$ cat config.mk
export PLATFORM = sky130hd
export DESIGN_NAME = dcache_miss_engine
export DESIGN_NICKNAME = d
export VERILOG_FILES = /design/src/common/dcache_pkg.sv /design/src/dcache/dcache_miss_engine.sv
export SDC_FILE = /design/constraint.sdc
export NUM_CORES = 1
export LEC_CHECK = 0
export BUFFER_PORTS_ARGS = -buffer_cell sky130_fd_sc_hd__buf_2
export CORE_AREA = 2 2 329 331
export CTS_BUF_LIST = sky130_fd_sc_hd__clkbuf_4
export CTS_CLUSTER_SIZE = 25
export DETAILED_ROUTE_END_ITERATION = 6
export DIE_AREA = 0 0 331 333
export PLACE_DENSITY = 0.36
export SYNTH_ARGS = -nofsm -noshare
export SYNTH_HDL_FRONTEND = slang
export SYNTH_SLANG_ARGS = --single-unit
$ cat constraint.sdc
create_clock -name clk_i -period 9.2 [get_ports clk_i]
set_input_delay 0 -clock clk_i [delete_from_list [all_inputs] [get_ports clk_i]]
set_output_delay 0 -clock clk_i [all_outputs]
set_load 0.01 [all_outputs]
$ cat src/common/dcache_pkg.sv
////////////////////////////////////////
// Shared widths, vector types and enums
// for the replay D$ harness
////////////////////////////////////////

package dcache_pkg;

   localparam int paddr_width       = 32;
   localparam int page_offset_width = 12;
   localparam int ptag_width        = 20;

   // Page offset is index, double-word select and byte offset
   localparam int index_width       = 7;
   localparam int dword_sel_width   = 2;
   localparam int byte_offset_width = 3;

   localparam int dword_width       = 64;
   localparam int block_width       = 256;

   typedef logic [ptag_width-1:0]        ptag_t;
   typedef logic [page_offset_width-1:0] page_offset_t;
   typedef logic [index_width-1:0]       index_t;
   typedef logic [dword_width-1:0]       dword_t;
   typedef logic [block_width-1:0]       block_t;
   typedef logic [paddr_width-1:0]       paddr_t;

   typedef enum logic [1:0]
   {
      e_mem_block_read,
      e_mem_uc_read,
      e_mem_write
   } mem_op_e;

   typedef enum logic [1:0]
   {
      e_idle,
      e_send,
      e_wait,
      e_fill
   } miss_state_e;

endpackage

$ cat src/dcache/dcache_miss_engine.sv
////////////////////////////////////////
// Memory-side FSM: block fills, uncached
// reads, one-entry write-through buffer
////////////////////////////////////////

`timescale 1ns/1ns

module dcache_miss_engine
   ( input  logic                  clk_i
   , input  logic                  rst_i

   , input  logic                  miss_v_i
   , input  logic                  miss_uncached_i
   , input  dcache_pkg::paddr_t    miss_paddr_i
   , output logic                  busy_o

   , input  logic                  st_v_i
   , input  dcache_pkg::paddr_t    st_paddr_i
   , input  dcache_pkg::dword_t    st_data_i
   , output logic                  st_ready_o

   , output logic                  fill_v_o
   , output dcache_pkg::index_t    fill_index_o
   , output dcache_pkg::ptag_t     fill_tag_o
   , output dcache_pkg::block_t    fill_block_o

   , output logic                  uc_v_o
   , output dcache_pkg::dword_t    uc_data_o
   , input  logic                  uc_yumi_i

   , output logic                  mem_cmd_v_o
   , output dcache_pkg::mem_op_e   mem_cmd_op_o
   , output dcache_pkg::paddr_t    mem_cmd_addr_o
   , output dcache_pkg::dword_t    mem_cmd_data_o
   , input  logic                  mem_cmd_ready_and_i

   , input  logic                  mem_resp_v_i
   , input  dcache_pkg::block_t    mem_resp_data_i
   , output logic                  mem_resp_yumi_o
   );

   localparam int block_offset_lp = dcache_pkg::dword_sel_width
                                  + dcache_pkg::byte_offset_width;

   dcache_pkg::miss_state_e state_r, state_n;
   logic                    miss_uncached_r;
   dcache_pkg::paddr_t      miss_paddr_r, block_paddr;
   dcache_pkg::block_t      block_r;
   logic                    wb_v_r, uc_v_r;
   dcache_pkg::paddr_t      wb_paddr_r;
   dcache_pkg::dword_t      wb_data_r, uc_data_r;
   logic [dcache_pkg::dword_sel_width-1:0] uc_sel;
   logic                    read_sent, resp_fire;

   // Pending write always goes first, keeping reads behind stores
   assign read_sent = (state_r == dcache_pkg::e_send) & ~wb_v_r & mem_cmd_ready_and_i;
   assign resp_fire = (state_r == dcache_pkg::e_wait) & mem_resp_v_i;

   always_comb
   begin
      state_n = state_r;
      case (state_r)
         dcache_pkg::e_idle:
            if (miss_v_i)
               state_n = dcache_pkg::e_send;
         dcache_pkg::e_send:
            if (read_sent)
               state_n = dcache_pkg::e_wait;
         dcache_pkg::e_wait:
            if (resp_fire)
               state_n = miss_uncached_r ? dcache_pkg::e_idle : dcache_pkg::e_fill;
         default:
            state_n = dcache_pkg::e_idle;
      endcase
   end

   always_ff @(posedge clk_i)
   begin
      if (rst_i)
      begin
         state_r <= dcache_pkg::e_idle;
         wb_v_r  <= 1'b0;
         uc_v_r  <= 1'b0;
      end
      else
      begin
         state_r <= state_n;
         if (st_v_i && st_ready_o)
            wb_v_r <= 1'b1;
         else if (wb_v_r && mem_cmd_ready_and_i)
            wb_v_r <= 1'b0;
         if (resp_fire && miss_uncached_r)
            uc_v_r <= 1'b1;
         else if (uc_yumi_i)
            uc_v_r <= 1'b0;
      end
   end

   assign uc_sel = miss_paddr_r[dcache_pkg::byte_offset_width +: dcache_pkg::dword_sel_width];

   always_ff @(posedge clk_i)
   begin
      if (miss_v_i && (state_r == dcache_pkg::e_idle))
      begin
         miss_uncached_r <= miss_uncached_i;
         miss_paddr_r    <= miss_paddr_i;
      end
      if (st_v_i && st_ready_o)
      begin
         wb_paddr_r <= st_paddr_i;
         wb_data_r  <= st_data_i;
      end
      if (resp_fire)
      begin
         block_r   <= mem_resp_data_i;
         uc_data_r <= mem_resp_data_i[uc_sel*dcache_pkg::dword_width +: dcache_pkg::dword_width];
      end
   end

   assign block_paddr = {miss_paddr_r[dcache_pkg::paddr_width-1:block_offset_lp],
                         block_offset_lp'(0)};

   assign mem_cmd_v_o    = wb_v_r | (state_r == dcache_pkg::e_send);
   assign mem_cmd_op_o   = wb_v_r ? dcache_pkg::e_mem_write
                         : (miss_uncached_r ? dcache_pkg::e_mem_uc_read
                                            : dcache_pkg::e_mem_block_read);
   assign mem_cmd_addr_o = wb_v_r ? wb_paddr_r
                         : (miss_uncached_r ? miss_paddr_r : block_paddr);
   assign mem_cmd_data_o = wb_v_r ? wb_data_r : '0;
   assign mem_resp_yumi_o = resp_fire;

   assign busy_o     = (state_r == dcache_pkg::e_send) | (state_r == dcache_pkg::e_wait);
   assign st_ready_o = ~wb_v_r;

   assign fill_v_o     = (state_r == dcache_pkg::e_fill);
   assign fill_index_o = miss_paddr_r[block_offset_lp +: dcache_pkg::index_width];
   assign fill_tag_o   = miss_paddr_r[dcache_pkg::paddr_width-1 -: dcache_pkg::ptag_width];
   assign fill_block_o = block_r;

   assign uc_v_o    = uc_v_r;
   assign uc_data_o = uc_data_r;

   a_cmd_stable: assert property (@(posedge clk_i) disable iff (rst_i)
      mem_cmd_v_o && !mem_cmd_ready_and_i |=> mem_cmd_v_o
         && $stable(mem_cmd_op_o) && $stable(mem_cmd_addr_o) && $stable(mem_cmd_data_o));

endmodule

==> results of run 1 <==
kinds of logic after synthesis:
group,synth area share (%)
AND/OR/NAND/NOR,2.932
flip-flops,83.21
buffers and inverters,2.188
AO/OA/AOI/OAI,0.3915
adder cells (fa/ha/maj),0.3838
multiplexers,10.89
Yosys cell counts, types with 4 or more instances:
master / count / area (um^2)
ha_1: 5 / 62.56
clkbuf_1: 12 / 45.04
nand2_1: 5 / 18.77
buf_4: 33 / 247.7
mux2_2: 27 / 304.0
inv_1: 6 / 22.52
dfxtp_1: 4 / 80.08
mux4_2: 64 / 1441
and2_1: 65 / 406.6
edfxtp_1: 449 / 13480
buf_2: 5 / 25.02
nor2_1: 4 / 15.01
metrics by stage:
| step | area (um^2) | instances |
|---|---|---|
| after global placement | 22050 | 2901 |
| after floorplan | 16300 | 701 |
| after detailed placement | 22050 | 2901 |
==> impl_metrics.toml, run 1 <==
[outcome]
outcome = "did not finish"
failing_step = "clock tree synthesis (4_1_cts)"
error = "[ERROR RSZ-0060] Max buffer count reached."

[logic_synthesis]
ys_seq_area_share_pct = 83.21
syn_area_mm2 = 0.01630
avgSynthCellArea_um2 = 23.25
synth_edf_count = 449
syn_nets = 1098
syn_inst = 701
yosysUniqueCellTypes = 23
async_flop_share_pct = 0
ys_dominant_reg_cell = "edfxtp_1"
synth_seq_cells = 453
yosysWarnings = 0

[die]
dieWidth_um = 331
num_rows = 120
start_util_pct = 15.29
die_y_um = 333
pin_count = 843

[placed_design]
gp_congestion = 0.7643
dpl.hpwl_um = 48180
pre_cts_ws_ns = 6.400
placement.io_buffers = 842

[clock_tree]
cts_buffers = 134
cts-resized-gates = 0
postCtsHoldBufs = 629
cts-htree-levels = 4
clk_path_buf_depth = 3
clkSinkCount = 453
cts_setup_buffers = 0
clockRootBuffer = "clkbuf_4"
==> run 2: changes to the inputs <==
--- a/config.mk
+++ b/config.mk
@@ -6,12 +6,10 @@
 export NUM_CORES = 1
 export LEC_CHECK = 0
 export BUFFER_PORTS_ARGS = -buffer_cell sky130_fd_sc_hd__buf_2
-export CORE_AREA = 2 2 329 331
-export CTS_BUF_LIST = sky130_fd_sc_hd__clkbuf_4
-export CTS_CLUSTER_SIZE = 25
+export CORE_AREA = 2 2 330 332
 export DETAILED_ROUTE_END_ITERATION = 6
-export DIE_AREA = 0 0 331 333
-export PLACE_DENSITY = 0.36
+export DIE_AREA = 0 0 332 334
+export PLACE_DENSITY_LB_ADDON = 0.15
 export SYNTH_ARGS = -nofsm -noshare
 export SYNTH_HDL_FRONTEND = slang
 export SYNTH_SLANG_ARGS = --single-unit
==> constraint.sdc (replaced) <==
create_clock -name clk_i -period 12 [get_ports clk_i]
set_input_delay 0 -clock clk_i [delete_from_list [all_inputs] [get_ports clk_i]]
set_output_delay 0 -clock clk_i [all_outputs]
set_load 0.01 [all_outputs]
==> run 2 against run 1 <==
Effect of this change: the run now ends clean; area after synthesis stayed put; synthesized cell count stayed put.
==> impl_metrics.toml, run 2 <==
[global_route]
grt_use_met2_pct = 20.28
antenna_found_initial = 2
overflow = 0
gr-usage-all-layers_pct = 11.03
grt_max_degree = 154
busiest_layer = "met2"
grt_pass1_wl_um = 89840
grt_use_met3_pct = 4.042
use_met1_pct = 11.47
grt_pass1_vias = 13098

[finish]
multi_input_area_mm2 = 0.002397
area_growth_pct = 70.85
largest_reg_flops = 256
final_common_cell = "buf_2"
final_cell_mix = "842 x buf_2, 449 x edfxtp_1, 393 x dlygate4sd3_1, 64 x mux4_2, 64 x and2_1"
n_fill_cell = 11257
seqCellArea_mm2 = 0.01357
post_route_cells_drive_above_1_share_pct = 52.10
finalNetCount = 2348
finalNonFillerCells = 3411

[die]
coreArea_mm2 = 0.1078
start_util_pct = 15.12
dieWidth_um = 332
num_rows = 121
die_y_um = 334
pin_count = 843
die-area_mm2 = 0.1109

[clock_tree]
clk_latency_ns = 0.61
cts-htree-levels = 2
postCtsHoldBufs = 393
clkTransAtPathRegs_ns = 0.06
clk_path_buf_depth = 3
cts_buffers = 55
clockRootBuffer = "clkbuf_16"
cts-resized-gates = 0
cts_tree = "built"
clkSinkCount = 453
cts_setup_buffers = 0

[placed_design]
dpl.hpwl_um = 47280
placedCellCount = 2915
gp_congestion = 0.7982
placement.io_buffers = 842

[worst_setup_path]
crit_required_ns = 12.00
path_max_fanout = 69
worstPathArrival_ns = 3.19
start_kind = "register"
critical_path_class = "register to output pin"
ff2ff_setup_slack_ns = 9.29
endpoint_kind = "output pin"

[routing]
dr.pass1.iters = 4
drt-total-wl_um = 63510
routed_via_density = 3.416
drc = 0
vias = 11652
wl_per_cell_um = 18.62
drtIter0Drc = 437
drtAntennaViolNets = 0

[logic_synthesis]
ys_dominant_reg_cell = "edfxtp_1"
yosys-top-cells-count = "449 x edfxtp_1, 65 x and2_1, 64 x mux4_2"
avgSynthCellArea_um2 = 23.25
syn_area_mm2 = 0.01630
syn_nets = 1098
ys_seq_area_share_pct = 83.21
yosysWarnings = 0
yosysUniqueCellTypes = 23
synth_top_area_share_pct = 82.72
yosysMostFrequentCell = "edfxtp_1"
synth_area_leader_cell = "edfxtp_1"
async_flop_share_pct = 0
ys_top_cells_by_area = "edfxtp_1 83%, mux4_2 8.8%, and2_1 2.5%"
synth_edf_count = 449
syn_inst = 701
synth_seq_cells = 453

[sta]
relSlewSlack_pct = 24.45
worst_pin_slew_ns = 1.133
finalSetupViolCount = 0
max_freq_mhz = 313.4
slew_viol_final = 0
hold_viol_final = 0
min_period_ns = 3.191
clock_skew_ns = 0.006249
tns_ns = 0
min_period_over_period_pct = 26.59
grt_setup_unrepaired = "false"

[pwr]
irDropWorstVdd_v = 0.0001160
power_density_mw_per_mm2 = 160.4
p_leak_nw = 10.99
power_mw = 4.467

[job]
drv_cap = 0

[outcome]
outcome = "complete, no violations"

[min_path]
min_path_type = "primary input to register"
==> run 2: cell counts after synthesis <==
Identical to the previous run, type by type.
==> run 2: path summary, 6_finish.rpt <==
path,start,cells after the start,end
worst max register to register,state_r[0],4,fill_block_o[154]
worst max-delay path,state_r[0],5,mem_resp_yumi_o
worst min-delay path,st_v_i,3,wb_paddr_r[27]
worst min register to register,uc_v_o,2,uc_v_o
==> run 2: worst max-delay path: stages (launching register included) <==
cell and delay (ns):
dfxtp_1 0.35, inv_1 0.12, ha_1 0.21, and2_4 0.66
buf_4 0.83, buf_2 0.27
==> run 2: layer usage <==
metal,routed length (um),vias to the layer above
met5,0,-
met4,1932,0
met3,5490,100
met2,33110,581
met1,22970,5663
li1,-,5308
==> run 2: kinds of logic after synthesis <==
family	after synthesis	synth area share [%]
AND/OR/NAND/NOR	80	2.932
multiplexers	94	10.89
AO/OA/AOI/OAI	9	0.3915
flip-flops	453	83.21
buffers and inverters	60	2.188
adder cells (fa/ha/maj)	5	0.3838
==> run 2: final cells by class <==
cell class / count / area share [%]
clock buffer: 62 / 5.190
inverter: 6 / 0.08088
antenna: 1 / 0.008986
timing repair buffer: 1247 / 29.63
clock inverter: 40 / 1.411
multi-input combinational: 188 / 8.609
sequential: 453 / 48.72
tap: 1414 / 6.353
==> run 2: power breakdown <==
group | leakage (nW) | switching, mW | total (mW) | internal, mW
registers | 4.16 | 0.0494 | 1.99 | 1.94
clock network | 0.886 | 0.693 | 1.71 | 1.01
logic | 5.94 | 0.413 | 0.770 | 0.356
total | 11.0 | 1.16 | 4.47 | 3.31
==> run 2: per-stage QoR <==
| step | setup slack, ns | hold slack (ns) | cell area (um^2) | utilization [%] |
|---|---|---|---|---|
| floorplan | 3.329 | 0.06907 | 16300 | - |
| global placement | 9.347 | 0.1768 | 22070 | 20.48 |
| detailed placement | 9.315 | 0.1781 | 22070 | 20.48 |
| CTS | 8.706 | 0.007128 | 27840 | 25.83 |
| global route | 8.561 | 0.05034 | 27840 | 25.83 |
| finish | 8.809 | 0.07048 | 27850 | 25.83 |
Power figures use the tool's default switching activity.
