--- config.mk ---
export PLATFORM = sky130hd
export DESIGN_NAME = replay_fifo
export DESIGN_NICKNAME = d
export VERILOG_FILES = /design/src/common/dcache_pkg.sv /design/src/rtl/replay_fifo.sv
export SDC_FILE = /design/constraint.sdc
export NUM_CORES = 1
export LEC_CHECK = 0
export ABC_AREA = 1
export BUFFER_PORTS_ARGS = -buffer_cell sky130_fd_sc_hd__clkbuf_2
export CAP_MARGIN = 25
export CORE_AREA = 2 2 363 365
export DETAILED_ROUTE_END_ITERATION = 10
export DIE_AREA = 0 0 365 367
export GPL_TIMING_DRIVEN = 0
export PLACE_DENSITY = 0.43
export SYNTH_ARGS = -nofsm -noshare
export SYNTH_HDL_FRONTEND = slang
export SYNTH_SLANG_ARGS = --single-unit
--- constraint.sdc ---
create_clock -name clk_i -period 11.1 [get_ports clk_i]
set_input_delay 2.22 -clock clk_i [delete_from_list [all_inputs] [get_ports clk_i]]
set_output_delay 2.22 -clock clk_i [all_outputs]
set_load 0.02 [all_outputs]
--- src/common/dcache_pkg.sv ---
////////////////////////////////////////
// Shared widths, vector types and enums
// for the replay D$ harness
////////////////////////////////////////

package dcache_pkg;

   localparam int paddr_width       = 32;
   localparam int page_offset_width = 12;
   localparam int ptag_width        = 20;

   // Page offset is index, double-word select and byte offset
   localparam int index_width       = 7;
   localparam int dword_sel_width   = 2;
   localparam int byte_offset_width = 3;

   localparam int dword_width       = 64;
   localparam int block_width       = 256;

   typedef logic [ptag_width-1:0]        ptag_t;
   typedef logic [page_offset_width-1:0] page_offset_t;
   typedef logic [index_width-1:0]       index_t;
   typedef logic [dword_width-1:0]       dword_t;
   typedef logic [block_width-1:0]       block_t;
   typedef logic [paddr_width-1:0]       paddr_t;

   typedef enum logic [1:0]
   {
      e_mem_block_read,
      e_mem_uc_read,
      e_mem_write
   } mem_op_e;

   typedef enum logic [1:0]
   {
      e_idle,
      e_send,
      e_wait,
      e_fill
   } miss_state_e;

endpackage

--- src/rtl/replay_fifo.sv ---
////////////////////////////////////////
// Request FIFO with rollback; entries
// free on commit, roll rewinds the head
////////////////////////////////////////

`timescale 1ns/1ns

module replay_fifo
  #(parameter int replay_els_p = 8)
   ( input  logic                     clk_i
   , input  logic                     rst_i

   , input  logic                     enq_v_i
   , input  logic                     enq_store_i
   , input  dcache_pkg::page_offset_t enq_offset_i
   , input  dcache_pkg::dword_t       enq_data_i
   , input  dcache_pkg::ptag_t        enq_ptag_i
   , input  logic                     enq_uncached_i
   , output logic                     ready_o

   , output logic                     head_v_o
   , output logic                     head_store_o
   , output dcache_pkg::page_offset_t head_offset_o
   , output dcache_pkg::dword_t       head_data_o
   , output dcache_pkg::ptag_t        head_ptag_o
   , output logic                     head_uncached_o

   , input  logic                     yumi_i
   , input  logic                     commit_i
   , input  logic                     roll_i
   );

   localparam int addr_width_lp = $clog2(replay_els_p);
   localparam int ptr_width_lp  = addr_width_lp + 1;

   logic                     store_mem    [replay_els_p];
   dcache_pkg::page_offset_t offset_mem   [replay_els_p];
   dcache_pkg::dword_t       data_mem     [replay_els_p];
   dcache_pkg::ptag_t        ptag_mem     [replay_els_p];
   logic                     uncached_mem [replay_els_p];

   logic [ptr_width_lp-1:0]  wptr_r, rptr_r, cptr_r;
   logic [ptr_width_lp-1:0]  used;
   logic [addr_width_lp-1:0] waddr, raddr;
   logic                     enq;

   // Occupancy counts from the commit pointer, not the read pointer
   assign used    = wptr_r - cptr_r;
   assign ready_o = (used != ptr_width_lp'(replay_els_p));
   assign enq     = enq_v_i & ready_o;

   assign waddr = wptr_r[addr_width_lp-1:0];
   assign raddr = rptr_r[addr_width_lp-1:0];

   always_ff @(posedge clk_i)
   begin
      if (enq)
      begin
         store_mem[waddr]    <= enq_store_i;
         offset_mem[waddr]   <= enq_offset_i;
         data_mem[waddr]     <= enq_data_i;
         ptag_mem[waddr]     <= enq_ptag_i;
         uncached_mem[waddr] <= enq_uncached_i;
      end
   end

   always_ff @(posedge clk_i)
   begin
      if (rst_i)
      begin
         wptr_r <= '0;
         rptr_r <= '0;
         cptr_r <= '0;
      end
      else
      begin
         if (enq)
            wptr_r <= wptr_r + 1'b1;
         // Rewind wins over a same-cycle dequeue
         if (roll_i)
            rptr_r <= cptr_r;
         else if (yumi_i)
            rptr_r <= rptr_r + 1'b1;
         if (commit_i)
            cptr_r <= cptr_r + 1'b1;
      end
   end

   assign head_v_o        = (rptr_r != wptr_r);
   assign head_store_o    = store_mem[raddr];
   assign head_offset_o   = offset_mem[raddr];
   assign head_data_o     = data_mem[raddr];
   assign head_ptag_o     = ptag_mem[raddr];
   assign head_uncached_o = uncached_mem[raddr];

   // Read pointer stays between the commit and write pointers
   a_rptr_window: assert property (@(posedge clk_i) disable iff (rst_i)
      ptr_width_lp'(rptr_r - cptr_r) <= used);

   // Completion must belong to a request already handed to the cache
   a_commit_outstanding: assert property (@(posedge clk_i) disable iff (rst_i)
      commit_i |-> (rptr_r != cptr_r));

endmodule

Word level (Yosys, flattened, before mapping) --
Memory sizes are Yosys's and may differ from the RTL's. A register that Yosys moved wholly into a read port is not among the register bits. Cells that the tools add are included.
Storage, ports and cells: flip-flop bits (word level) 12, logic and storage cells 30, memories 5, RAM bits 784, output and inout bits 100, input bits 104
Memories:
- data_mem | words 8, bits a word 64, rd ports 1, clocked after memory_dff 1, wr ports 1, RTL line replay_fifo.sv:38 | dcache_pkg::dword_t data_mem [replay_els_p];
- ptag_mem | words 8, bits a word 20, rd ports 1, clocked after memory_dff 1, wr ports 1, RTL line replay_fifo.sv:39 | dcache_pkg::ptag_t ptag_mem [replay_els_p];
- offset_mem | words 8, bits a word 12, rd ports 1, clocked after memory_dff 1, wr ports 1, RTL line replay_fifo.sv:37 | dcache_pkg::page_offset_t offset_mem [replay_els_p];
- store_mem | words 8, bits a word 1, rd ports 1, clocked after memory_dff 1, wr ports 1, RTL line replay_fifo.sv:36 | logic store_mem [replay_els_p];
- uncached_mem | words 8, bits a word 1, rd ports 1, clocked after memory_dff 1, wr ports 1, RTL line replay_fifo.sv:40 | logic uncached_mem [replay_els_p];
Cells by class: muxes and demuxes 14, bitwise logic cells 1, reductions and logical operators 1, equality and inequality tests 2, add/subtract/negate cells 4
Operators by type and width (number):
- 3-bit 2-to-1 mux | 10
- 4-bit by 1-bit adder with 4-bit output, second input constant | 3
- 4-bit 2-to-1 mux | 2
- 4-bit != test | 1
- 4-bit != test, second input constant | 1
- 4-bit subtractor | 1
- 1-bit 2-to-1 mux | 2
- 2-bit nonzero test | 1
- 1-bit bitwise AND | 1

Depth between registers and ports, before layout --
Gate-level depths: netlist of the first run.
depth after elaboration 5, depth in mapped cells 13, mapped depth without buffers 12

Worst setup path before layout of the first run --
Ideal clock, no wire load.
kind input to register, start point input enq_v_i, end point memory data_mem[4][0] in the netlist's numbering (enable), buffers on the path 0, data required time 10424 ps, arrival time 8962 ps, setup time 676 ps, path slack 1463 ps, cell stages on the path 2, cell sequence nand2_1 nor3_1
On the way: cells in the longest elaborated chain, start to end 3
Ends and longest elaborated chain:
- start, declared | RTL line replay_fifo.sv:13 | , input logic enq_v_i
- 1-bit bitwise AND | RTL line replay_fifo.sv:50 | assign enq = enq_v_i & ready_o;
- 1-bit 2-to-1 mux | RTL line replay_fifo.sv:57 | if (enq)
- 1-bit 2-to-1 mux (implied by the code) | RTL line replay_fifo.sv:61 | data_mem[waddr] <= enq_data_i;
- end, declared | RTL line replay_fifo.sv:38
No other way between the ends.

==> metrics.txt, run 1 <==
# TYPE chip_impl_metric gauge
chip_impl_info{name="crit_chain",value="inv_2 > buf_2 > clkbuf_1 > o21ai_0 > a31oi_1 > clkbuf_2"} 1
chip_impl_info{name="post-synth-top-area-cell",value="sky130_fd_sc_hd__edfxtp_1"} 1
chip_impl_metric{name="crit_path_max_incr_delay",unit="ps"} 710
chip_impl_metric{name="gr-total-overflow",unit=""} 0
chip_impl_metric{name="clock_sink_count",unit=""} 799
chip_impl_metric{name="cts_made_buffers",unit=""} 94
chip_impl_metric{name="worst_pin_slew",unit="ps"} 1010
chip_impl_metric{name="dieHeight",unit="um"} 367
chip_impl_metric{name="design.die.area",unit="um2"} 134000
chip_impl_metric{name="fin_total_pwr",unit="mW"} 7.18
chip_impl_metric{name="grt_pass1_wl",unit="um"} 141000
chip_impl_metric{name="yosysTopAreaCellShare",unit="%"} 75.8
chip_impl_metric{name="floorplan.io_pins",unit=""} 204
chip_impl_metric{name="hold-worst-slack",unit="ps"} 509
chip_impl_metric{name="number_of_distinct_standard_cells_referenced_by_the_synthesized_netlist",unit=""} 27
chip_impl_info{name="clock_tree_from_tritoncts",value="built"} 1
chip_impl_metric{name="antenna_found_initial",unit=""} 24
chip_impl_metric{name="core_area",unit="um2"} 130000
chip_impl_info{name="critical_path_slowest_stage_cell",value="sky130_fd_sc_hd__a31oi_1"} 1
chip_impl_metric{name="detail_route.wirelength",unit="um"} 99000
chip_impl_metric{name="buffer_ports.inserted",unit=""} 203
chip_impl_metric{name="post_synth.cell_area_avg",unit="um2"} 13.3
chip_impl_metric{name="start_util",unit="%"} 23.8
chip_impl_metric{name="postLayoutCellArea",unit="um2"} 38200
chip_impl_metric{name="clk_latency",unit="ps"} 660
chip_impl_metric{name="detailed_place.area",unit="um2"} 35300
chip_impl_metric{name="dr_total_vias",unit=""} 19824
chip_impl_metric{name="grt_max_degree",unit=""} 27
chip_impl_metric{name="vias_in_the_first_global_route",unit=""} 19531
chip_impl_metric{name="power_dens_cells",unit="nW/um2"} 188
chip_impl_info{name="grt_setup_unrepaired",value="no"} 1
chip_impl_metric{name="static-leakage-power",unit="nW"} 12.8
chip_impl_metric{name="layout-drive-gt1-share",unit="%"} 17.8
chip_impl_info{name="cp-end-kind",value="output port"} 1
chip_impl_metric{name="mappedNetlistNets",unit=""} 2451
chip_impl_info{name="cts-root-buf",value="sky130_fd_sc_hd__clkbuf_16"} 1
chip_impl_metric{name="cts.hold.buffers_added",unit=""} 0
chip_impl_info{name="min_path_type",value="register to register"} 1
chip_impl_metric{name="total_of_max_cap_violations",unit=""} 0
chip_impl_metric{name="post_synthesis_cell_area",unit="um2"} 31100
chip_impl_metric{name="crit_arrival",unit="ps"} 3560
chip_impl_metric{name="cts_htree_levels",unit=""} 3
chip_impl_metric{name="clk_pin_slew_worst_paths",unit="ps"} 60
chip_impl_metric{name="routed_wire_length_per_instance",unit="um"} 21.8
chip_impl_info{name="busiest_layer",value="met2"} 1
chip_impl_metric{name="min_period_over_period",unit="%"} 52.1
chip_impl_metric{name="ys_seq_area_share",unit="%"} 76.8
chip_impl_metric{name="cts-root-to-sink-buffers",unit=""} 3
chip_impl_info{name="crit_type",value="register to output port"} 1
chip_impl_metric{name="worstPathBufferInverterCount",unit=""} 4
chip_impl_metric{name="slew-limit-headroom",unit="%"} 33.0
chip_impl_metric{name="hpwl",unit="um"} 67600
chip_impl_metric{name="postRouteAntennaNets",unit=""} 0
chip_impl_info{name="synthTopCellsByArea",value="sky130_fd_sc_hd__edfxtp_1, sky130_fd_sc_hd__nor2_1, sky130_fd_sc_hd__o21ai_0, sky130_fd_sc_hd__a31oi_1, sky130_fd_sc_hd__o22ai_1"} 1
chip_impl_metric{name="max-vdd-ir-drop",unit="V"} 0.0000941
chip_impl_metric{name="global_router_s_overall_resource_usage",unit="%"} 14.6
chip_impl_metric{name="finalSetupViolCount",unit=""} 0
chip_impl_metric{name="synth-seq-cells",unit=""} 799
chip_impl_metric{name="finalSetupTns",unit="ps"} 0
chip_impl_info{name="cp_top_family",value="buffers and inverters"} 1
chip_impl_metric{name="min_period",unit="ps"} 5780
chip_impl_metric{name="timing.final.max_slew_violations",unit=""} 0
chip_impl_metric{name="grt.met3_usage",unit="%"} 3.31
chip_impl_metric{name="drt_first_pass_iters",unit=""} 5
chip_impl_metric{name="final-hold-violation-count",unit=""} 0
chip_impl_info{name="worstSetupStartpointType",value="register"} 1
chip_impl_metric{name="die_x",unit="um"} 365
chip_impl_metric{name="critical_path.max_fanout",unit=""} 10
chip_impl_metric{name="drt-vias-per-instance",unit=""} 4.36
chip_impl_metric{name="row_count",unit=""} 133
chip_impl_metric{name="flow.area_growth_from_synthesis",unit="%"} 23.1
chip_impl_metric{name="required",unit="ps"} 8880
chip_impl_metric{name="fin_skew",unit="ps"} 25.3
chip_impl_metric{name="route.detailed.drc",unit=""} 0
chip_impl_metric{name="ys_warn_count",unit=""} 0
chip_impl_metric{name="number_of_post_cts_setup_repair_buffers",unit=""} 0
chip_impl_metric{name="post_synth_inst_count",unit=""} 2341
chip_impl_metric{name="maxClockFrequency",unit="MHz"} 173
chip_impl_metric{name="drt-initial-drc-count",unit=""} 1581
chip_impl_metric{name="final_nets",unit=""} 2828
chip_impl_info{name="status",value="completed"} 1
chip_impl_metric{name="postCtsResizedCells",unit=""} 0
chip_impl_metric{name="grt_use_met2",unit="%"} 23.7
chip_impl_metric{name="gr-usage-met1",unit="%"} 19.4
chip_impl_metric{name="gp_routability_congestion",unit=""} 0.728
## path summary, 6_finish.rpt
check / from / slack, ps / cells past startpoint / end
worst max-delay path: register / 5320 / 6 / head_data_o[4]
worst min-delay path: cptr_r[3]$_SDFFE_PP0P_ / 510 / 2 / rptr_r[3]$_SDFFE_PP0N_
worst max register to register: wptr_r[0]$_SDFFE_PP0P_ / 7130 / 18 / offset_mem[4][0]$_DFFE_PP_
worst min register to register: cptr_r[3]$_SDFFE_PP0P_ / 510 / 2 / rptr_r[3]$_SDFFE_PP0N_
## Yosys cell counts (all sizes together)
master,n
edfxtp,784
clkbuf,72
o21ai,396
ha,6
nor3,6
a21oi,8
dfxtp,15
o22ai,98
inv,22
nand2,38
buf,79
a22oi,1
a31oi,100
nand3,7
or2,1
xor2,2
nand4,1
xnor2,4
nor2,701
## cells in the final DEF (no fill, tap or decap)
| cell | Yosys | routed |
|---|---|---|
| sky130_fd_sc_hd__clkinv_8 | 0 | 1 |
| sky130_fd_sc_hd__dfxtp_1 | 15 | 15 |
| sky130_fd_sc_hd__o21ai_0 | 299 | 299 |
| sky130_fd_sc_hd__inv_2 | 3 | 3 |
| sky130_fd_sc_hd__diode_2 | 0 | 2 |
| sky130_fd_sc_hd__clkinvlp_4 | 0 | 2 |
| sky130_fd_sc_hd__clkinv_1 | 0 | 25 |
| sky130_fd_sc_hd__clkbuf_16 | 0 | 96 |
| sky130_fd_sc_hd__inv_1 | 19 | 19 |
| sky130_fd_sc_hd__a31oi_1 | 100 | 100 |
| sky130_fd_sc_hd__xnor2_1 | 4 | 4 |
| sky130_fd_sc_hd__edfxtp_1 | 784 | 784 |
| sky130_fd_sc_hd__buf_12 | 0 | 11 |
| sky130_fd_sc_hd__ha_1 | 6 | 6 |
| sky130_fd_sc_hd__nor3_1 | 6 | 1 |
| sky130_fd_sc_hd__clkbuf_1 | 64 | 86 |
| sky130_fd_sc_hd__or2_2 | 1 | 1 |
| sky130_fd_sc_hd__xor2_1 | 2 | 2 |
| sky130_fd_sc_hd__buf_1 | 7 | 7 |
| sky130_fd_sc_hd__nor3_2 | 0 | 5 |
| sky130_fd_sc_hd__buf_4 | 23 | 27 |
| sky130_fd_sc_hd__bufinv_16 | 0 | 6 |
| sky130_fd_sc_hd__clkbuf_2 | 8 | 211 |
| sky130_fd_sc_hd__o21ai_1 | 97 | 97 |
| sky130_fd_sc_hd__buf_2 | 24 | 24 |
| sky130_fd_sc_hd__a21oi_1 | 8 | 8 |
| sky130_fd_sc_hd__a22oi_1 | 1 | 1 |
| sky130_fd_sc_hd__nand3_1 | 7 | 7 |
| sky130_fd_sc_hd__buf_6 | 24 | 77 |
| sky130_fd_sc_hd__nor2_4 | 0 | 3 |
| sky130_fd_sc_hd__nand2_1 | 37 | 37 |
| sky130_fd_sc_hd__inv_6 | 0 | 5 |
| sky130_fd_sc_hd__buf_16 | 0 | 2 |
| sky130_fd_sc_hd__o22ai_1 | 98 | 98 |
| sky130_fd_sc_hd__clkinv_2 | 0 | 13 |
| sky130_fd_sc_hd__buf_8 | 1 | 9 |
| sky130_fd_sc_hd__nand2_2 | 1 | 1 |
| sky130_fd_sc_hd__nand4_1 | 1 | 1 |
| sky130_fd_sc_hd__nor2_1 | 701 | 698 |
## area by class of cell
| class | instances | area [um2] |
|---|---|---|
| fill | 13454 | 92200 |
| sequential | 799 | 23800 |
| multi-input combinational | 1369 | 6300 |
| clock buffer | 118 | 2480 |
| tap | 1755 | 2200 |
| timing repair buffer | 281 | 2040 |
| buffer | 151 | 885 |
| clock inverter | 52 | 414 |
| inverter | 22 | 82.6 |
| antenna | 2 | 5.00 |
## tightest hold or removal path: stages (launching register included)
cell                      delay, ps
sky130_fd_sc_hd__dfxtp_1        320
sky130_fd_sc_hd__nand2_1         70
sky130_fd_sc_hd__a31oi_1         70
## kinds of logic after synthesis
| group | after synthesis | share of synthesized area, % |
|---|---|---|
| AOI/OAI and AO/OA | 603 | 10.5 |
| xor gates and xnor gates | 6 | 0.169 |
| buffers and inverters | 173 | 3.11 |
| and+or+nand+nor | 754 | 9.19 |
| adders and majority gates | 6 | 0.242 |
| DFF | 799 | 76.8 |
## power by group
group          switching [mW]  internal [mW]  total (mW)
clock                    1.23           1.72        2.95
combinational           0.544          0.223       0.767
sequential             0.0246           3.44        3.47
## sequential cells by signal, indices dropped and copies added, names as in the netlist, named ones only
| register | flops |
|---|---|
| offset_mem | 96 |
| cptr_r | 4 |
| wptr_r | 4 |
| store_mem | 8 |
| uncached_mem | 8 |
| rptr_r | 4 |
| data_mem | 512 |
| ptag_mem | 160 |
## routing by layer
metal | routed length, um | vias to the layer above | part of all wire, %
met2 | 46900 | 453 | 47
met1 | 43800 | 9862 | 44
li1 | - | 9345 | -
met4 | 2230 | 24 | 2.2
met3 | 5870 | 140 | 5.9
met5 | 157 | - | 0.16
## per-stage QoR
step                      cells  util (%)  setup WS, ps
after floorplan            2341         -          1460
after global placement     4299      26.3         -6480
after detailed placement   4377      27.1          6060
after CTS                  4547      29.3          5320
after global routing       4548      29.3          5140
final                      4549      29.3          5320
(Power assumes the default switching activity.)
==> run 2, diff against run 1 <==
==> constraint.sdc (replaced) <==
create_clock -name clk_i -period 5.32 [get_ports clk_i]
set_input_delay 1.064 -clock clk_i [delete_from_list [all_inputs] [get_ports clk_i]]
set_output_delay 1.064 -clock clk_i [all_outputs]
set_load 0.02 [all_outputs]
==> metrics.txt, run 2 (synthesized netlist as in run 1, its figures left out) <==
# TYPE chip_impl_metric gauge
chip_impl_info{name="cp-end-kind",value="output port"} 1
chip_impl_metric{name="fin_total_pwr",unit="mW"} 15.3
chip_impl_metric{name="cts-root-to-sink-buffers",unit=""} 3
chip_impl_metric{name="flow.area_growth_from_synthesis",unit="%"} 23.9
chip_impl_metric{name="grt_pass1_wl",unit="um"} 138000
chip_impl_metric{name="dr_total_vias",unit=""} 19631
chip_impl_metric{name="required",unit="ps"} 4260
chip_impl_info{name="largest-register",value="data_mem"} 1
chip_impl_info{name="worst_setup_path_endpoint",value="head_data_o[2]"} 1
chip_impl_metric{name="max-vdd-ir-drop",unit="V"} 0.000219
chip_impl_info{name="min_path_type",value="register to register"} 1
chip_impl_info{name="crit_type",value="register to output port"} 1
chip_impl_metric{name="hpwl",unit="um"} 64700
chip_impl_info{name="worstHoldStart",value="cptr_r[3]$_SDFFE_PP0P_"} 1
chip_impl_metric{name="crit_arrival",unit="ps"} 3690
chip_impl_metric{name="core_area",unit="um2"} 130000
chip_impl_metric{name="detail_route.wirelength",unit="um"} 96800
chip_impl_metric{name="power_dens_cells",unit="nW/um2"} 397
chip_impl_metric{name="largest_reg_flops",unit=""} 512
chip_impl_metric{name="final-hold-violation-count",unit=""} 0
chip_impl_metric{name="layout-drive-gt1-share",unit="%"} 17.2
chip_impl_info{name="worstSetupStartpointType",value="register"} 1
chip_impl_metric{name="clk_latency",unit="ps"} 660
chip_impl_metric{name="row_count",unit=""} 133
chip_impl_metric{name="cts_made_buffers",unit=""} 91
chip_impl_metric{name="routed_wire_length_per_instance",unit="um"} 21.4
chip_impl_metric{name="reg2reg_setup_slack",unit="ps"} 1400
chip_impl_metric{name="timing.final.max_slew_violations",unit=""} 0
chip_impl_metric{name="drt-initial-drc-count",unit=""} 1536
chip_impl_metric{name="critical_path.max_fanout",unit=""} 10
chip_impl_info{name="grt_setup_unrepaired",value="no"} 1
chip_impl_info{name="cts-root-buf",value="sky130_fd_sc_hd__clkbuf_16"} 1
chip_impl_metric{name="finalSetupTns",unit="ps"} 0
chip_impl_info{name="launch_instance_of_the_worst_register_to_register_path",value="wptr_r[0]$_SDFFE_PP0P_"} 1
chip_impl_info{name="most-common-layout-cells",value="sky130_fd_sc_hd__edfxtp_1, sky130_fd_sc_hd__nor2_1, sky130_fd_sc_hd__o21ai_0"} 1
chip_impl_metric{name="final_nets",unit=""} 2796
chip_impl_info{name="layout_top_registers",value="data_mem x512, ptag_mem x160, offset_mem x96"} 1
chip_impl_metric{name="dieHeight",unit="um"} 367
chip_impl_metric{name="drt-vias-per-instance",unit=""} 4.35
chip_impl_metric{name="drt_first_pass_iters",unit=""} 5
chip_impl_metric{name="die_x",unit="um"} 365
chip_impl_metric{name="total_of_max_cap_violations",unit=""} 0
chip_impl_metric{name="floorplan.io_pins",unit=""} 204
chip_impl_metric{name="worst_pin_slew",unit="ps"} 1020
chip_impl_metric{name="grt_max_degree",unit=""} 28
chip_impl_metric{name="finalSetupViolCount",unit=""} 0
chip_impl_metric{name="design.die.area",unit="um2"} 134000
chip_impl_metric{name="global_router_s_overall_resource_usage",unit="%"} 14.2
chip_impl_metric{name="postRouteAntennaNets",unit=""} 0
chip_impl_info{name="status",value="completed"} 1
chip_impl_metric{name="static-leakage-power",unit="nW"} 12.9
chip_impl_metric{name="buffer_ports.inserted",unit=""} 203
chip_impl_metric{name="clk_pin_slew_worst_paths",unit="ps"} 60
chip_impl_metric{name="antenna_found_initial",unit=""} 18
chip_impl_metric{name="vias_in_the_first_global_route",unit=""} 19242
chip_impl_metric{name="min_period_over_period",unit="%"} 89.4
chip_impl_info{name="layout_commonest_cell",value="sky130_fd_sc_hd__edfxtp_1"} 1
chip_impl_metric{name="gr-total-overflow",unit=""} 0
chip_impl_metric{name="clock_sink_count",unit=""} 799
chip_impl_metric{name="fin_skew",unit="ps"} 18.3
chip_impl_metric{name="gp_routability_congestion",unit=""} 0.711
chip_impl_info{name="clock_tree_from_tritoncts",value="built"} 1
chip_impl_info{name="reg2reg_to",value="offset_mem[6][1]$_DFFE_PP_"} 1
chip_impl_metric{name="slew-limit-headroom",unit="%"} 31.9
chip_impl_metric{name="maxClockFrequency",unit="MHz"} 210
chip_impl_metric{name="cts.hold.buffers_added",unit=""} 0
chip_impl_metric{name="cts_htree_levels",unit=""} 3
chip_impl_metric{name="start_util",unit="%"} 23.8
chip_impl_metric{name="r2r.worst_path.cells",unit=""} 16
chip_impl_metric{name="route.detailed.drc",unit=""} 0
chip_impl_metric{name="number_of_post_cts_setup_repair_buffers",unit=""} 0
chip_impl_metric{name="postCtsResizedCells",unit=""} 0
chip_impl_metric{name="min_period",unit="ps"} 4750
==> run 2: changes by cell type in the layout (fill, tap and decap cells not counted), sizes merged <==
cell | before | now
inv | 27 | 26
bufinv | 6 | 12
clkbuf | 393 | 390
clkinv | 39 | 36
buf | 157 | 128
clkinvlp | 2 | 1
==> run 2: worst min-delay path by stage <==
stage                             endpoint  slack, ps  cells after the start
global route        rptr_r[3]$_SDFFE_PP0N_        550                      2
CTS                 rptr_r[3]$_SDFFE_PP0N_        510                      2
detailed placement  rptr_r[3]$_SDFFE_PP0N_        500                      2
finish              rptr_r[3]$_SDFFE_PP0N_        510                      2
floorplan                         register        460                      2
global placement    rptr_r[3]$_SDFFE_PP0N_        500                      2
==> run 2: layout make-up <==
cell class	count	area, um2
fill	13446	92000
sequential	799	23800
multi-input combinational	1369	6330
clock buffer	115	2450
tap	1755	2200
timing repair buffer	252	2110
buffer	151	886
clock inverter	53	594
inverter	22	82.6
antenna	2	5.00
==> run 2: stage by stage <==
step	util [%]	setup WS, ps	cells	hold WS [ps]	instance area (um2)
detailed placement	27.2	1210	4348	505	35400
global route	29.5	344	4516	546	38500
floorplan	-	-986	2341	462	31100
CTS	29.5	478	4516	514	38500
finish	29.5	566	4518	513	38500
global placement	26.3	-5660	4299	497	34300
==> run 2: layer usage <==
layer,GRT usage (%),share of wire (%),up-vias
met5,0,0.12,-
met4,3.12,1.9,18
met3,3.29,6.1,135
met2,22.7,46,476
met1,19.6,46,9697
li1,-,-,9305
==> run 2: power breakdown <==
group          internal (mW)  leakage (nW)  switching [mW]  total [mW]
clock                   3.84          1.48            2.59        6.43
combinational          0.475          4.16            1.12        1.60
sequential              7.18          7.24          0.0517        7.23
total                   11.5          12.9            3.76        15.3
==> run 2: worst max-delay path, stage by stage (launching register included) <==
cell                       delay, ps
sky130_fd_sc_hd__dfxtp_1         500
sky130_fd_sc_hd__inv_2           190
sky130_fd_sc_hd__buf_2           600
sky130_fd_sc_hd__clkbuf_1        560
sky130_fd_sc_hd__o21ai_0         190
sky130_fd_sc_hd__a31oi_1         670
sky130_fd_sc_hd__clkbuf_2        300
==> run 3, diff against run 2 <==
--- a/config.mk
+++ b/config.mk
@@ -6,11 +6,11 @@
 export NUM_CORES = 1
 export LEC_CHECK = 0
 export ABC_AREA = 1
-export BUFFER_PORTS_ARGS = -buffer_cell sky130_fd_sc_hd__clkbuf_2
 export CAP_MARGIN = 25
 export CORE_AREA = 2 2 363 365
 export DETAILED_ROUTE_END_ITERATION = 10
 export DIE_AREA = 0 0 365 367
+export DONT_BUFFER_PORTS = 1
 export GPL_TIMING_DRIVEN = 0
 export PLACE_DENSITY = 0.43
 export SYNTH_ARGS = -nofsm -noshare
==> constraint.sdc (replaced) <==
create_clock -name clk_i -period 4.05 [get_ports clk_i]
set_input_delay 0.81 -clock clk_i [delete_from_list [all_inputs] [get_ports clk_i]]
set_output_delay 0.81 -clock clk_i [all_outputs]
set_load 0.02 [all_outputs]
==> metrics.txt, run 3 (synthesized netlist as in run 1, its figures left out) <==
# TYPE chip_impl_metric gauge
chip_impl_metric{name="core_area",unit="um2"} 130000
chip_impl_metric{name="detailed_place.area",unit="um2"} 34700
chip_impl_info{name="layout_top_registers",value="data_mem x512, ptag_mem x160, offset_mem x96"} 1
chip_impl_metric{name="final-hold-violation-count",unit=""} 0
chip_impl_metric{name="required",unit="ps"} 3240
chip_impl_metric{name="grt_pass1_wl",unit="um"} 141000
chip_impl_metric{name="crit_arrival",unit="ps"} 3080
chip_impl_metric{name="cts-root-to-sink-buffers",unit=""} 3
chip_impl_metric{name="antenna_found_initial",unit=""} 2
chip_impl_metric{name="dieHeight",unit="um"} 367
chip_impl_metric{name="flow.area_growth_from_synthesis",unit="%"} 22.1
chip_impl_metric{name="worstPathBufferInverterCount",unit=""} 5
chip_impl_metric{name="total_of_max_cap_violations",unit=""} 0
chip_impl_metric{name="detail_route.wirelength",unit="um"} 98900
chip_impl_info{name="crit_type",value="register to output port"} 1
chip_impl_info{name="worstSetupStartpointType",value="register"} 1
chip_impl_metric{name="buffer_ports.inserted",unit=""} 0
chip_impl_info{name="reg2reg_to",value="data_mem[1][54]$_DFFE_PP_"} 1
chip_impl_metric{name="cts_made_buffers",unit=""} 90
chip_impl_metric{name="clk_latency",unit="ps"} 670
chip_impl_metric{name="maxClockFrequency",unit="MHz"} 257
chip_impl_metric{name="static-leakage-power",unit="nW"} 12.1
chip_impl_metric{name="finalSetupViolCount",unit=""} 0
chip_impl_metric{name="postLayoutCellArea",unit="um2"} 37900
chip_impl_metric{name="detailedPlace.worstSlack",unit="ps"} 564
chip_impl_metric{name="gr-total-overflow",unit=""} 0
chip_impl_metric{name="power_dens_cells",unit="nW/um2"} 518
chip_impl_metric{name="final.fill_count",unit=""} 13350
chip_impl_metric{name="gp_routability_congestion",unit=""} 0.712
chip_impl_info{name="cts-root-buf",value="sky130_fd_sc_hd__clkbuf_16"} 1
chip_impl_metric{name="dr_total_vias",unit=""} 18910
chip_impl_metric{name="timing.critical_path.depth",unit=""} 9
chip_impl_metric{name="setup_ws",unit="ps"} 161
chip_impl_metric{name="largest_reg_flops",unit=""} 512
chip_impl_metric{name="r2r.worst_path.cells",unit=""} 13
chip_impl_info{name="most-common-layout-cells",value="sky130_fd_sc_hd__edfxtp_1, sky130_fd_sc_hd__nor2_1, sky130_fd_sc_hd__o21ai_0"} 1
chip_impl_info{name="grt_setup_unrepaired",value="no"} 1
chip_impl_metric{name="area.sequential",unit="um2"} 23800
chip_impl_info{name="cp-end-kind",value="output port"} 1
chip_impl_metric{name="grt_max_degree",unit=""} 26
chip_impl_metric{name="max-vdd-ir-drop",unit="V"} 0.000339
chip_impl_info{name="clock_tree_from_tritoncts",value="built"} 1
chip_impl_metric{name="critical_path.max_fanout",unit=""} 10
chip_impl_info{name="critical_path_slowest_stage_cell",value="sky130_fd_sc_hd__buf_2"} 1
chip_impl_metric{name="row_count",unit=""} 133
chip_impl_metric{name="routed_wire_length_per_instance",unit="um"} 22.9
chip_impl_metric{name="postRouteAntennaNets",unit=""} 0
chip_impl_metric{name="vias_in_the_first_global_route",unit=""} 18971
chip_impl_metric{name="min_period_over_period",unit="%"} 96.0
chip_impl_metric{name="min_delay_path_depth",unit=""} 1
chip_impl_metric{name="reg2reg_setup_slack",unit="ps"} 750
chip_impl_metric{name="die_x",unit="um"} 365
chip_impl_metric{name="cts.hold.buffers_added",unit=""} 0
chip_impl_info{name="whs_endpoint",value="cptr_r[1]$_SDFFE_PP0P_"} 1
chip_impl_info{name="crit_chain",value="buf_4 > inv_2 > buf_2 > buf_2 > o21ai_1 > o22ai_1 > nor2_1 > a31oi_1 > buf_4"} 1
chip_impl_metric{name="min_period",unit="ps"} 3890
chip_impl_metric{name="drt_first_pass_iters",unit=""} 5
chip_impl_metric{name="drt-vias-per-instance",unit=""} 4.37
chip_impl_metric{name="slew-limit-headroom",unit="%"} 40.8
chip_impl_info{name="layout_commonest_cell",value="sky130_fd_sc_hd__edfxtp_1"} 1
chip_impl_metric{name="floorplan.io_pins",unit=""} 204
chip_impl_info{name="status",value="completed"} 1
chip_impl_metric{name="crit_path_max_incr_delay",unit="ps"} 440
chip_impl_info{name="min_path_type",value="primary input to register"} 1
chip_impl_metric{name="multi_input_area",unit="um2"} 6630
chip_impl_info{name="worstHoldStart",value="rst_i"} 1
chip_impl_metric{name="fin_skew",unit="ps"} 28.4
chip_impl_metric{name="drt-initial-drc-count",unit=""} 1228
chip_impl_metric{name="start_util",unit="%"} 23.8
chip_impl_metric{name="global_router_s_overall_resource_usage",unit="%"} 14.7
chip_impl_metric{name="hpwl",unit="um"} 66900
chip_impl_metric{name="clock_sink_count",unit=""} 799
chip_impl_metric{name="layout-drive-gt1-share",unit="%"} 12.9
chip_impl_metric{name="worst_pin_slew",unit="ps"} 885
chip_impl_metric{name="final_nets",unit=""} 2604
chip_impl_metric{name="design.die.area",unit="um2"} 134000
chip_impl_info{name="cp_top_family",value="buffers and inverters"} 1
chip_impl_info{name="largest-register",value="data_mem"} 1
chip_impl_metric{name="clk_pin_slew_worst_paths",unit="ps"} 60
chip_impl_metric{name="cts_htree_levels",unit=""} 3
chip_impl_info{name="launch_instance_of_the_worst_register_to_register_path",value="cptr_r[1]$_SDFFE_PP0P_"} 1
chip_impl_metric{name="timing.final.max_slew_violations",unit=""} 0
chip_impl_metric{name="route.detailed.drc",unit=""} 0
-- run 3: repair_timing --
action,CTS,global route
cloned,0,0
endpoints found under the setup margin,17,25
gates resized for setup,17,29
buffers inserted,0,0
-- run 3: cell type report --
type / count / share of cell area (%)
diodes: 1 / 0.00660
multi-input cells: 1369 / 17.5
repair buffers: 61 / 3.39
inverters: 22 / 0.238
clock inverters: 58 / 1.61
plain buffers: 151 / 2.41
well taps: 1755 / 5.79
clock buffers: 111 / 6.15
flip-flops and latches: 799 / 62.9
-- run 3: how the worst max path moves through the flow --
stage	slack, ps	to
2_1_floorplan	-290	data_mem[5][0]$_DFFE_PP_
3_3_place_gp	-3430	data_mem[1][60]$_DFFE_PP_
3_5_place_dp	560	head_offset_o[8]
4_1_cts	0.5	head_ptag_o[11]
5_1_grt	0.06	head_data_o[53]
6_report	160	head_data_o[53]
-- run 3: where the power goes --
group | switching (mW) | total, mW | internal, mW
combinational | 1.39 | 1.95 | 0.566
clock | 3.40 | 8.16 | 4.76
sequential | 0.0681 | 9.51 | 9.44
total | 4.86 | 19.6 | 14.8
-- run 3: metal layers --
layer | global-route usage, % | vias to the layer above | part of all wire, %
met5 | 0 | - | 0
met4 | 3.40 | 0 | 1.9
met3 | 4.86 | 118 | 7.4
met2 | 23.9 | 428 | 47
met1 | 18.8 | 9437 | 44
li1 | - | 8927 | -
-- run 3: stage by stage --
step / setup TNS, ps / cells / hold slack (ps) / util (%) / power (mW)
after floorplan: -85760 / 2341 / 467 / - / 10.8
after global placement: -2244540 / 4096 / 490 / 25.6 / 11.5
after detailed placement: 0 / 4157 / 497 / 26.6 / 11.7
after CTS: 0 / 4326 / 144 / 29.0 / 19.9
after global routing: 0 / 4326 / 150 / 29.1 / 20.4
final: 0 / 4327 / 201 / 29.1 / 19.6
